## src/ex_defines.svh

```systemverilog
/*
 * Execute stage sizing constants
 * Data width, register index width and the multiplier step split
 */

`ifndef EX_DEFINES_SVH
`define EX_DEFINES_SVH

// Data path width
`define EX_XLEN 32

// Register file index width
`define EX_RF_ADDR_W 5

// Accumulate steps per multiply
`define EX_MUL_STEPS 4

// Bits of operand B consumed in one step
`define EX_MUL_CHUNK (`EX_XLEN / `EX_MUL_STEPS)

`endif

```

## src/ex_pkg.sv

```systemverilog
/*
 * Execute stage types
 * Operator encodings and the pipeline structs around EX
 */

`default_nettype none

`include "ex_defines.svh"

package ex_pkg;

  // Basic words
  typedef logic [`EX_XLEN-1:0]      xlen_t;
  typedef logic [`EX_RF_ADDR_W-1:0] rf_addr_t;

  // ALU operators, comparisons in the upper half
  typedef enum logic [3:0] {
    ALU_ADD  = 4'h0,
    ALU_SUB  = 4'h1,
    ALU_AND  = 4'h2,
    ALU_OR   = 4'h3,
    ALU_XOR  = 4'h4,
    ALU_SLL  = 4'h5,
    ALU_SRL  = 4'h6,
    ALU_SRA  = 4'h7,
    ALU_SLT  = 4'h8,
    ALU_SLTU = 4'h9,
    ALU_EQ   = 4'hA,
    ALU_NE   = 4'hB,
    ALU_LT   = 4'hC,
    ALU_GE   = 4'hD,
    ALU_LTU  = 4'hE,
    ALU_GEU  = 4'hF
  } alu_op_e;

  // Multiply flavour; signed mode picks MULH, MULHSU or MULHU
  typedef enum logic [1:0] {
    MUL_M32 = 2'b00,
    MUL_H   = 2'b11
  } mul_op_e;

  // Instruction as handed over by decode
  typedef struct packed {
    logic       instr_valid;
    xlen_t      pc;
    logic       alu_en;
    alu_op_e    alu_op;
    xlen_t      alu_operand_a;
    xlen_t      alu_operand_b;
    // Branch target
    xlen_t      operand_c;
    logic       alu_bch;
    logic       alu_jmp;
    logic       mul_en;
    mul_op_e    mul_op;
    // Bit 1 marks A signed, bit 0 marks B signed
    logic [1:0] mul_signed_mode;
    xlen_t      muldiv_operand_a;
    xlen_t      muldiv_operand_b;
    logic       rf_we;
    rf_addr_t   rf_waddr;
    logic       illegal_insn;
  } id_ex_pipe_t;

  // Controller commands to EX
  typedef struct packed {
    logic halt_ex;
    logic kill_ex;
  } ctrl_ex_t;

  // ALU output
  typedef struct packed {
    xlen_t result;
    logic  cmp_result;
  } alu_res_t;

  // EX/WB pipeline register
  typedef struct packed {
    logic     instr_valid;
    xlen_t    pc;
    logic     rf_we;
    rf_addr_t rf_waddr;
    xlen_t    rf_wdata;
    logic     illegal_insn;
    logic     alu_jmp_qual;
    logic     alu_bch_qual;
    logic     alu_bch_taken_qual;
  } ex_wb_pipe_t;

endpackage

`default_nettype wire

```

## src/ex_alu.sv

```systemverilog
/*
 * Integer ALU
 * Single-cycle add, subtract, logic, shifts, set-less-than and branch compares
 */

`default_nettype none

`include "ex_defines.svh"

module ex_alu import ex_pkg::*; (
  input  alu_op_e  alu_op_i,
  input  xlen_t    operand_a_i,
  input  xlen_t    operand_b_i,
  output alu_res_t res_o
);

  localparam int unsigned SHAMT_W = $clog2(`EX_XLEN);

  logic [SHAMT_W-1:0] shamt;
  xlen_t              sum;
  xlen_t              diff;
  logic               is_equal;
  logic               lt_signed;
  logic               lt_unsigned;
  logic               cmp;

  //////////////////////////////////////////////////
  // Shared arithmetic
  //////////////////////////////////////////////////

  // Only the low bits of B shift
  assign shamt = operand_b_i[SHAMT_W-1:0];

  assign sum  = operand_a_i + operand_b_i;
  assign diff = operand_a_i - operand_b_i;

  // Comparators shared by SLT and branches
  assign is_equal    = (operand_a_i == operand_b_i);
  assign lt_signed   = ($signed(operand_a_i) < $signed(operand_b_i));
  assign lt_unsigned = (operand_a_i < operand_b_i);

  //////////////////////////////////////////////////
  // Comparison flag
  //////////////////////////////////////////////////

  always_comb begin
    unique case (alu_op_i)
      ALU_EQ:           cmp = is_equal;
      ALU_NE:           cmp = !is_equal;
      ALU_SLT, ALU_LT:  cmp = lt_signed;
      ALU_GE:           cmp = !lt_signed;
      ALU_SLTU, ALU_LTU: cmp = lt_unsigned;
      ALU_GEU:          cmp = !lt_unsigned;
      // Non-compare operators never take a branch
      default:          cmp = 1'b0;
    endcase
  end

  //////////////////////////////////////////////////
  // Result select
  //////////////////////////////////////////////////

  always_comb begin
    unique case (alu_op_i)
      ALU_ADD: res_o.result = sum;
      ALU_SUB: res_o.result = diff;
      ALU_AND: res_o.result = operand_a_i & operand_b_i;
      ALU_OR:  res_o.result = operand_a_i | operand_b_i;
      ALU_XOR: res_o.result = operand_a_i ^ operand_b_i;
      ALU_SLL: res_o.result = operand_a_i << shamt;
      ALU_SRL: res_o.result = operand_a_i >> shamt;
      ALU_SRA: res_o.result = $signed(operand_a_i) >>> shamt;
      // SLT, SLTU and branch compares land in bit 0
      default: res_o.result = xlen_t'(cmp);
    endcase
  end

  // Branch decision flag
  assign res_o.cmp_result = cmp;

endmodule

`default_nettype wire

```

## src/ex_mult.sv

```systemverilog
/*
 * Iterative multiplier
 * MUL, MULH, MULHSU and MULHU as a fixed number of accumulate steps
 * Supports halt, kill and a valid/ready result hold
 */

`default_nettype none

`include "ex_defines.svh"

module ex_mult import ex_pkg::*; (
  input  logic       clk,
  input  logic       rst_n,
  input  mul_op_e    mul_op_i,
  input  logic [1:0] signed_mode_i,
  input  xlen_t      op_a_i,
  input  xlen_t      op_b_i,
  input  logic       halt_i,
  input  logic       kill_i,
  input  logic       valid_i,
  input  logic       ready_i,
  output logic       valid_o,
  output logic       ready_o,
  output xlen_t      result_o
);

  localparam int unsigned XLEN  = `EX_XLEN;
  localparam int unsigned STEPS = `EX_MUL_STEPS;
  localparam int unsigned CHUNK = `EX_MUL_CHUNK;
  localparam int unsigned CNT_W = (STEPS > 1) ? $clog2(STEPS) : 1;
  // 33-bit A times 9-bit slice
  localparam int unsigned PP_W  = XLEN + CHUNK + 2;
  // Full 33x33 signed product
  localparam int unsigned ACC_W = 2 * XLEN + 2;

  typedef enum logic [1:0] {
    MUL_IDLE,
    MUL_STEP,
    MUL_DONE
  } mul_state_e;

  mul_state_e             state_q;
  mul_state_e             state_d;
  logic [CNT_W-1:0]       cnt_q;
  logic [CNT_W-1:0]       cnt_d;
  logic [CNT_W-1:0]       cur_step;
  logic [XLEN:0]          a_ext;
  logic                   b_sign;
  logic [CHUNK-1:0]       b_slice;
  logic [CHUNK:0]         b_chunk;
  logic signed [PP_W-1:0] pp;
  logic [ACC_W-1:0]       pp_ext;
  logic [ACC_W-1:0]       pp_shifted;
  logic [ACC_W-1:0]       acc_base;
  logic [ACC_W-1:0]       acc_d;
  logic [ACC_W-1:0]       acc_q;
  logic                   acc_en;

  //////////////////////////////////////////////////
  // Partial product datapath
  //////////////////////////////////////////////////

  // Idle computes step 0 from an empty accumulator
  assign cur_step = (state_q == MUL_IDLE) ? '0 : cnt_q;
  assign acc_base = (state_q == MUL_IDLE) ? '0 : acc_q;

  // Sign or zero extend A to 33 bits
  assign a_ext  = {signed_mode_i[1] & op_a_i[XLEN-1], op_a_i};
  assign b_sign = signed_mode_i[0] & op_b_i[XLEN-1];

  // Slice of B for this step; top slice carries the sign of B
  assign b_slice = op_b_i[cur_step*CHUNK +: CHUNK];
  assign b_chunk = {(cur_step == CNT_W'(STEPS-1)) & b_sign, b_slice};

  assign pp         = $signed(a_ext) * $signed(b_chunk);
  assign pp_ext     = {{(ACC_W-PP_W){pp[PP_W-1]}}, pp};
  assign pp_shifted = pp_ext << (cur_step * CHUNK);
  assign acc_d      = acc_base + pp_shifted;

  //////////////////////////////////////////////////
  // Control FSM
  //////////////////////////////////////////////////

  always_comb begin
    state_d = state_q;
    cnt_d   = cnt_q;
    acc_en  = 1'b0;
    if (kill_i) begin
      // Drop any multiply in flight
      state_d = MUL_IDLE;
      cnt_d   = '0;
    end else if (!halt_i) begin
      unique case (state_q)
        MUL_IDLE: begin
          if (valid_i) begin
            acc_en  = 1'b1;
            cnt_d   = CNT_W'(1);
            state_d = (STEPS == 1) ? MUL_DONE : MUL_STEP;
          end
        end
        MUL_STEP: begin
          acc_en = 1'b1;
          cnt_d  = cnt_q + 1'b1;
          if (cnt_q == CNT_W'(STEPS-1)) begin
            state_d = MUL_DONE;
          end
        end
        MUL_DONE: begin
          // Hold result until write-back takes it
          if (ready_i) begin
            state_d = MUL_IDLE;
            cnt_d   = '0;
          end
        end
        default: state_d = MUL_IDLE;
      endcase
    end
  end

  always_ff @(posedge clk, negedge rst_n) begin
    if (!rst_n) begin
      state_q <= MUL_IDLE;
      cnt_q   <= '0;
    end else begin
      state_q <= state_d;
      cnt_q   <= cnt_d;
    end
  end

  // Product accumulator
  always_ff @(posedge clk) begin
    if (acc_en) begin
      acc_q <= acc_d;
    end
  end

  //////////////////////////////////////////////////
  // Handshake and result
  //////////////////////////////////////////////////

  assign valid_o = (state_q == MUL_DONE);
  assign ready_o = ((state_q == MUL_IDLE) && !valid_i) || (valid_o && ready_i);

  // Low word for MUL, high word for the MULH flavours
  assign result_o = (mul_op_i == MUL_H) ? acc_q[2*XLEN-1:XLEN] : acc_q[XLEN-1:0];

endmodule

`default_nettype wire

```

## src/ex_wb_combine.sv

```systemverilog
/*
 * EX result combiner
 * Write-back data select, stage valid/ready and the EX/WB register
 */

`default_nettype none

module ex_wb_combine import ex_pkg::*; (
  input  logic        clk,
  input  logic        rst_n,
  input  id_ex_pipe_t id_ex_i,
  input  ctrl_ex_t    ctrl_i,
  input  alu_res_t    alu_res_i,
  input  xlen_t       mul_result_i,
  input  logic        mul_valid_i,
  input  logic        mul_ready_i,
  input  logic        wb_ready_i,
  output xlen_t       rf_wdata_o,
  output logic        branch_decision_o,
  output logic        ex_valid_o,
  output logic        ex_ready_o,
  output ex_wb_pipe_t ex_wb_o
);

  logic instr_valid;
  logic forced_nop;
  logic alu_ready;
  logic ex_load;

  //////////////////////////////////////////////////
  // Stage valid and ready
  //////////////////////////////////////////////////

  // Valid in EX and neither halted nor killed
  assign instr_valid = id_ex_i.instr_valid && !ctrl_i.halt_ex && !ctrl_i.kill_ex;

  // Illegal from decode, passes as a no-op
  assign forced_nop = id_ex_i.illegal_insn && id_ex_i.instr_valid;

  // ALU is single cycle, so it only waits on write-back
  assign alu_ready = wb_ready_i;

  assign ex_valid_o = instr_valid &&
                      (id_ex_i.alu_en                  ||
                       (id_ex_i.mul_en && mul_valid_i) ||
                       forced_nop);

  // Kill empties the stage at once
  assign ex_ready_o = ctrl_i.kill_ex ||
                      (alu_ready && mul_ready_i && !ctrl_i.halt_ex);

  assign ex_load = ex_valid_o && wb_ready_i;

  //////////////////////////////////////////////////
  // Forwarding and branch
  //////////////////////////////////////////////////

  // Forwarded to decode, write enable is checked there
  assign rf_wdata_o = id_ex_i.mul_en ? mul_result_i : alu_res_i.result;

  assign branch_decision_o = alu_res_i.cmp_result;

  //////////////////////////////////////////////////
  // EX/WB pipeline register
  //////////////////////////////////////////////////

  always_ff @(posedge clk, negedge rst_n) begin
    if (!rst_n) begin
      ex_wb_o <= '0;
    end else if (ex_load) begin
      ex_wb_o.instr_valid  <= 1'b1;
      ex_wb_o.pc           <= id_ex_i.pc;
      ex_wb_o.illegal_insn <= id_ex_i.illegal_insn;
      // No register write for an illegal instruction
      ex_wb_o.rf_we        <= id_ex_i.illegal_insn ? 1'b0 : id_ex_i.rf_we;

      // Destination only moves when it is written
      if (id_ex_i.rf_we) begin
        ex_wb_o.rf_waddr <= id_ex_i.rf_waddr;
        ex_wb_o.rf_wdata <= rf_wdata_o;
      end

      // Jump and branch count only for ALU instructions
      ex_wb_o.alu_jmp_qual       <= id_ex_i.alu_jmp && id_ex_i.alu_en;
      ex_wb_o.alu_bch_qual       <= id_ex_i.alu_bch && id_ex_i.alu_en;
      ex_wb_o.alu_bch_taken_qual <= id_ex_i.alu_bch && id_ex_i.alu_en &&
                                    branch_decision_o;
    end else if (wb_ready_i) begin
      // WB ready but nothing to hand over, insert a bubble
      ex_wb_o.instr_valid <= 1'b0;
    end
  end

endmodule

`default_nettype wire

```

## src/ex_stage.sv

```systemverilog
/*
 * Execute stage top
 * ALU and iterative multiplier side by side, combined into EX/WB
 */

`default_nettype none

module ex_stage import ex_pkg::*; (
  input  logic        clk,
  input  logic        rst_n,
  input  id_ex_pipe_t id_ex_i,
  input  ctrl_ex_t    ctrl_i,
  input  logic        wb_ready_i,
  output logic        ex_ready_o,
  output logic        ex_valid_o,
  output logic        branch_decision_o,
  output xlen_t       branch_target_o,
  output xlen_t       rf_wdata_o,
  output ex_wb_pipe_t ex_wb_o
);

  alu_res_t alu_res;
  xlen_t    mul_result;
  logic     mul_start;
  logic     mul_valid;
  logic     mul_ready;

  // Raw valid so a halted multiply keeps its state
  assign mul_start = id_ex_i.mul_en && id_ex_i.instr_valid;

  // Target goes straight to fetch
  assign branch_target_o = id_ex_i.operand_c;

  //////////////////////////////////////////////////
  // Functional units
  //////////////////////////////////////////////////

  ex_alu alu_i (
    .alu_op_i    (id_ex_i.alu_op),
    .operand_a_i (id_ex_i.alu_operand_a),
    .operand_b_i (id_ex_i.alu_operand_b),
    .res_o       (alu_res)
  );

  ex_mult mult_i (
    .clk           (clk),
    .rst_n         (rst_n),
    .mul_op_i      (id_ex_i.mul_op),
    .signed_mode_i (id_ex_i.mul_signed_mode),
    .op_a_i        (id_ex_i.muldiv_operand_a),
    .op_b_i        (id_ex_i.muldiv_operand_b),
    .halt_i        (ctrl_i.halt_ex),
    .kill_i        (ctrl_i.kill_ex),
    .valid_i       (mul_start),
    .ready_i       (wb_ready_i),
    .valid_o       (mul_valid),
    .ready_o       (mul_ready),
    .result_o      (mul_result)
  );

  // Result select, handshake and EX/WB register
  ex_wb_combine combine_i (
    .clk               (clk),
    .rst_n             (rst_n),
    .id_ex_i           (id_ex_i),
    .ctrl_i            (ctrl_i),
    .alu_res_i         (alu_res),
    .mul_result_i      (mul_result),
    .mul_valid_i       (mul_valid),
    .mul_ready_i       (mul_ready),
    .wb_ready_i        (wb_ready_i),
    .rf_wdata_o        (rf_wdata_o),
    .branch_decision_o (branch_decision_o),
    .ex_valid_o        (ex_valid_o),
    .ex_ready_o        (ex_ready_o),
    .ex_wb_o           (ex_wb_o)
  );

endmodule

`default_nettype wire

```

## config.mk

```make
export PLATFORM = sky130hd
export DESIGN_NAME = ex_stage
export DESIGN_NICKNAME = d
export VERILOG_FILES = /design/src/ex_pkg.sv /design/src/ex_alu.sv /design/src/ex_mult.sv /design/src/ex_wb_combine.sv /design/src/ex_stage.sv
export VERILOG_INCLUDE_DIRS = /design/src
export SDC_FILE = /design/constraint.sdc
export NUM_CORES = 2
export LEC_CHECK = 0
export BUFFER_PORTS_ARGS = -buffer_cell sky130_fd_sc_hd__buf_4
export CAP_MARGIN = 0
export CELL_PAD_IN_SITES_DETAIL_PLACEMENT = 2
export CELL_PAD_IN_SITES_GLOBAL_PLACEMENT = 2
export CORE_MARGIN = 3
export CORE_UTILIZATION = 37
export CTS_BUF_LIST = sky130_fd_sc_hd__clkbuf_8 sky130_fd_sc_hd__clkbuf_16
export CTS_CLUSTER_SIZE = 16
export DETAILED_ROUTE_END_ITERATION = 6
export PLACE_DENSITY_LB_ADDON = 0.1
export SYNTH_ARGS = -nofsm -noshare
export SYNTH_HDL_FRONTEND = slang
export SYNTH_SLANG_ARGS = --single-unit
```

## constraint.sdc

```tcl
create_clock -name clk -period 13 [get_ports clk]
set_input_delay 0.65 -clock clk [delete_from_list [all_inputs] [get_ports clk]]
set_output_delay 0.65 -clock clk [all_outputs]
set_load 0.005 [all_outputs]
```

==> summary.md <==
| Metric | Value |
|---|---|
| Status | completed |
| Die span in x | 287 um |
| Ports | 359 |
| Critical Path Fanout Max | 49 |
| Final Skew | 0.0230 ns |
| Asr flop ratio synth | 55.2% |
| DR iter-0 viols | 2291 |
| Mapped Avg Cell Area | 8.23 sq um |
| Via Count | 28900 |
| Setup bufs post-CTS | 0 |
| Global-route wire length before repair | 202 mm |
| WL/cell | 28.5 um |
| Clock buffers created by TritonCTS | 17 |
| Cell area after synthesis | 29300 sq um |
| Die Height | 287 um |
| CTS tree | built |
| Final Slew Violations | 0 |
| Worst Path Arrival | 11.55 ns |
| CP peak stage delay | 0.89 ns |
| Core Footprint | 77800 sq um |
| Slew HR | 12.9% |
| Clock sink total | 143 |
| First-pass DRT Iterations | 5 |
| R2r setup slk | 1.70 ns |
| Sequential share of the synthesized area | 13.3% |
| GRT Resource Usage Total | 32.2% |
| Row cnt | 102 |
| Initial antenna violation count | 2 |
| MaxCap Viol Count | 0 |
| Yosys cell types | 89 |
| Syn-to-layout area delta | 11.5% |
| RD Place Congestion | 0.937 |
| Layout cell share with drive strength beyond 1 | 14.2% |
| Root Driver | clkbuf_16 |
| Final setup viols | 0 |
| Clk_lat worst skew | 0.50 ns |
| Post-synth EDFFs | 64 |
| Crit-path leading delay family | compound AO/OA/AOI/OAI gates |
| Top cell by count, worst path | fa_1 |
| Largest net degree at the start of global routing | 72 |
| Vias per cell | 6.14 |
| WS Path Type | reg2reg |
| Clock transition at the registers of the reported paths | 0.08 ns |
| Flops & latches, synth | 143 |
| Ys Warns | 0 |
| Initial Util | 37.6% |
| Input/output buffers | 294 |
| Worst Max-Slew Pin Slew | 1.30 ns |
| Cts hold-fix bufs | 0 |
| Dominant synthesized flop cell | dfrtp_1 |
| Crit share post-route | 86.9% |
| H-tree depth | 4 |
| HPWL Detailed | 109 mm |
| Post-layout min period | 11.30 ns |
| Post-cts resize count | 0 |
| Die ar. | 82500 sq um |
| Min-Delay Path Class | in2async |
| Number of routed nets with antenna violations | 0 |
| Vias in the first global route | 31200 |
| GR Overflow Total | 0 |
| Worst Path Required | 13.25 ns |
| Routed WL | 134 mm |
| Clk buf depth | 2 |
| Buf+Inv Stages, Crit Path | 5 |
| Post-Route Setup TNS | 0 ns |
| Remaining DRCs | 0 |
| Syn nets | 4265 |
| Startpoint types | flop |
| Max Fclk | 0.0885 GHz |
| CP max stage cell | mux4_2 |
| Hold Vio Cnt, Final | 0 |
| Crit end category | flop |
| RSZ-0062 raised after global routing | no |
| Cells after Synth | 3554 |
| Layout net count | 4358 |
==> per-layer routing <==
layer	global-route usage [%]	vias to the layer above	wire length, um
li1	-	12600	-
met2	53.6	845	63700
met5	0	-	10
met4	9.85	2	4170
met1	43.9	15200	59300
met3	3.53	179	6930
==> logic make-up (layout without fill, tap and decap cells) <==
family,count (synthesis),after routing,share of synthesized area (%)
other cells,0,1,0
xor+xnor,107,107,3.20
mux,184,184,8.97
simple gates,1238,1238,20.2
flops,143,143,13.3
fa+ha+maj,494,494,27.3
compound gates,881,881,19.9
buf+inv,507,613,7.05
==> state kept, by name, summed over array words and instances, names as in the netlist <==
| name | cells |
|---|---|
| mult_i.acc_q | 64 |
| mult_i.state_q | 2 |
| combine_i.ex_wb_o | 75 |
| mult_i.cnt_q | 2 |
==> layout make-up <==
| class | instances | area [sq um] |
|---|---|---|
| Antenna cell | 1 | 2.50 |
| Inverter | 254 | 953 |
| Multi-Input combinational cell | 2904 | 23400 |
| Fill cell | 8768 | 45200 |
| Timing Repair Buffer | 327 | 2450 |
| Sequential cell | 143 | 3900 |
| Clock inverter | 15 | 183 |
| Clock buffer | 17 | 425 |
| Tap cell | 1040 | 1300 |
==> per-stage QoR <==
step	utilization (%)	cell area, sq um	cells	hold WS, ns	worst slack, ns
finish	41.9	32600	4701	0.143	1.70
CTS	41.9	32600	4700	0.143	1.73
detailed placement	41.1	32000	4668	0.469	1.78
global route	41.9	32600	4700	0.165	0.799
global placement	41.1	32000	4668	0.461	2.18
floorplan	-	29300	3554	0.354	3.65
==> path summary, 6_finish.rpt <==
kind / from / to / cells after the start
setup / recovery: mult_i.state_q[0]$_DFFE_PN0P_ / mult_i.acc_q[61]$_DFFE_PP_ / 35
max in group asynchronous: rst_n / combine_i.ex_wb_o[17]$_DFFE_PN0P_ / 2
hold / removal: rst_n / combine_i.ex_wb_o[32]$_DFFE_PN0P_ / 1
setup reg to reg: mult_i.state_q[0]$_DFFE_PN0P_ / mult_i.acc_q[61]$_DFFE_PP_ / 35
hold reg to reg: combine_i.ex_wb_o[60]$_DFFE_PN0P_ / combine_i.ex_wb_o[60]$_DFFE_PN0P_ / 2
min in group clk: id_ex_i[185] / combine_i.ex_wb_o[48]$_DFFE_PN0P_ / 3
==> placed cells by master (no fill, tap or decap), types with 11 or more instances in the layout <==
cell,count
nand4_1,25
a21o_1,84
mux2_2,45
a211o_1,20
mux2i_1,81
o21bai_1,32
ha_1,252
o2111ai_1,11
xnor2_1,74
dfrtp_1,79
or2_2,14
buf_4,327
nor3_1,40
and2_1,172
nor4_1,16
or3_1,14
a221oi_1,20
o21ai_0,166
o22ai_1,25
mux4_2,58
a31oi_1,41
clkbuf_16,17
a21oi_1,225
inv_1,251
xor2_1,33
nor2_1,253
a211oi_1,41
nand2_1,458
nor2b_1,98
edfxtp_1,64
o221ai_1,12
nand2b_1,25
nand3_1,49
fa_1,241
and3_1,33
o211ai_1,27
o31ai_1,22
o21a_1,13
a22oi_1,20
==> cell usage after synthesis, drive strengths merged (41+ instances only) <==
| cell type | number | area, sq um |
|---|---|---|
| nor2b | 100 | 626 |
| nor3 | 42 | 210 |
| edfxtp | 64 | 1920 |
| mux2 | 45 | 507 |
| nor2 | 253 | 950 |
| mux2i | 81 | 811 |
| fa | 241 | 4820 |
| buf | 83 | 470 |
| a211oi | 41 | 308 |
| mux4 | 58 | 1310 |
| nand3 | 50 | 250 |
| o21ai | 170 | 851 |
| nand2 | 459 | 1720 |
| a31oi | 48 | 300 |
| inv | 252 | 946 |
| a21o | 84 | 631 |
| ha | 253 | 3170 |
| clkbuf | 170 | 638 |
| and2 | 172 | 1080 |
| a21oi | 226 | 1130 |
| xnor2 | 74 | 648 |
| dfrtp | 79 | 1980 |
Power is left out: the tool's default activity adds up to more than one toggle a clock period on the data nets, which glitch-free logic cannot reach.
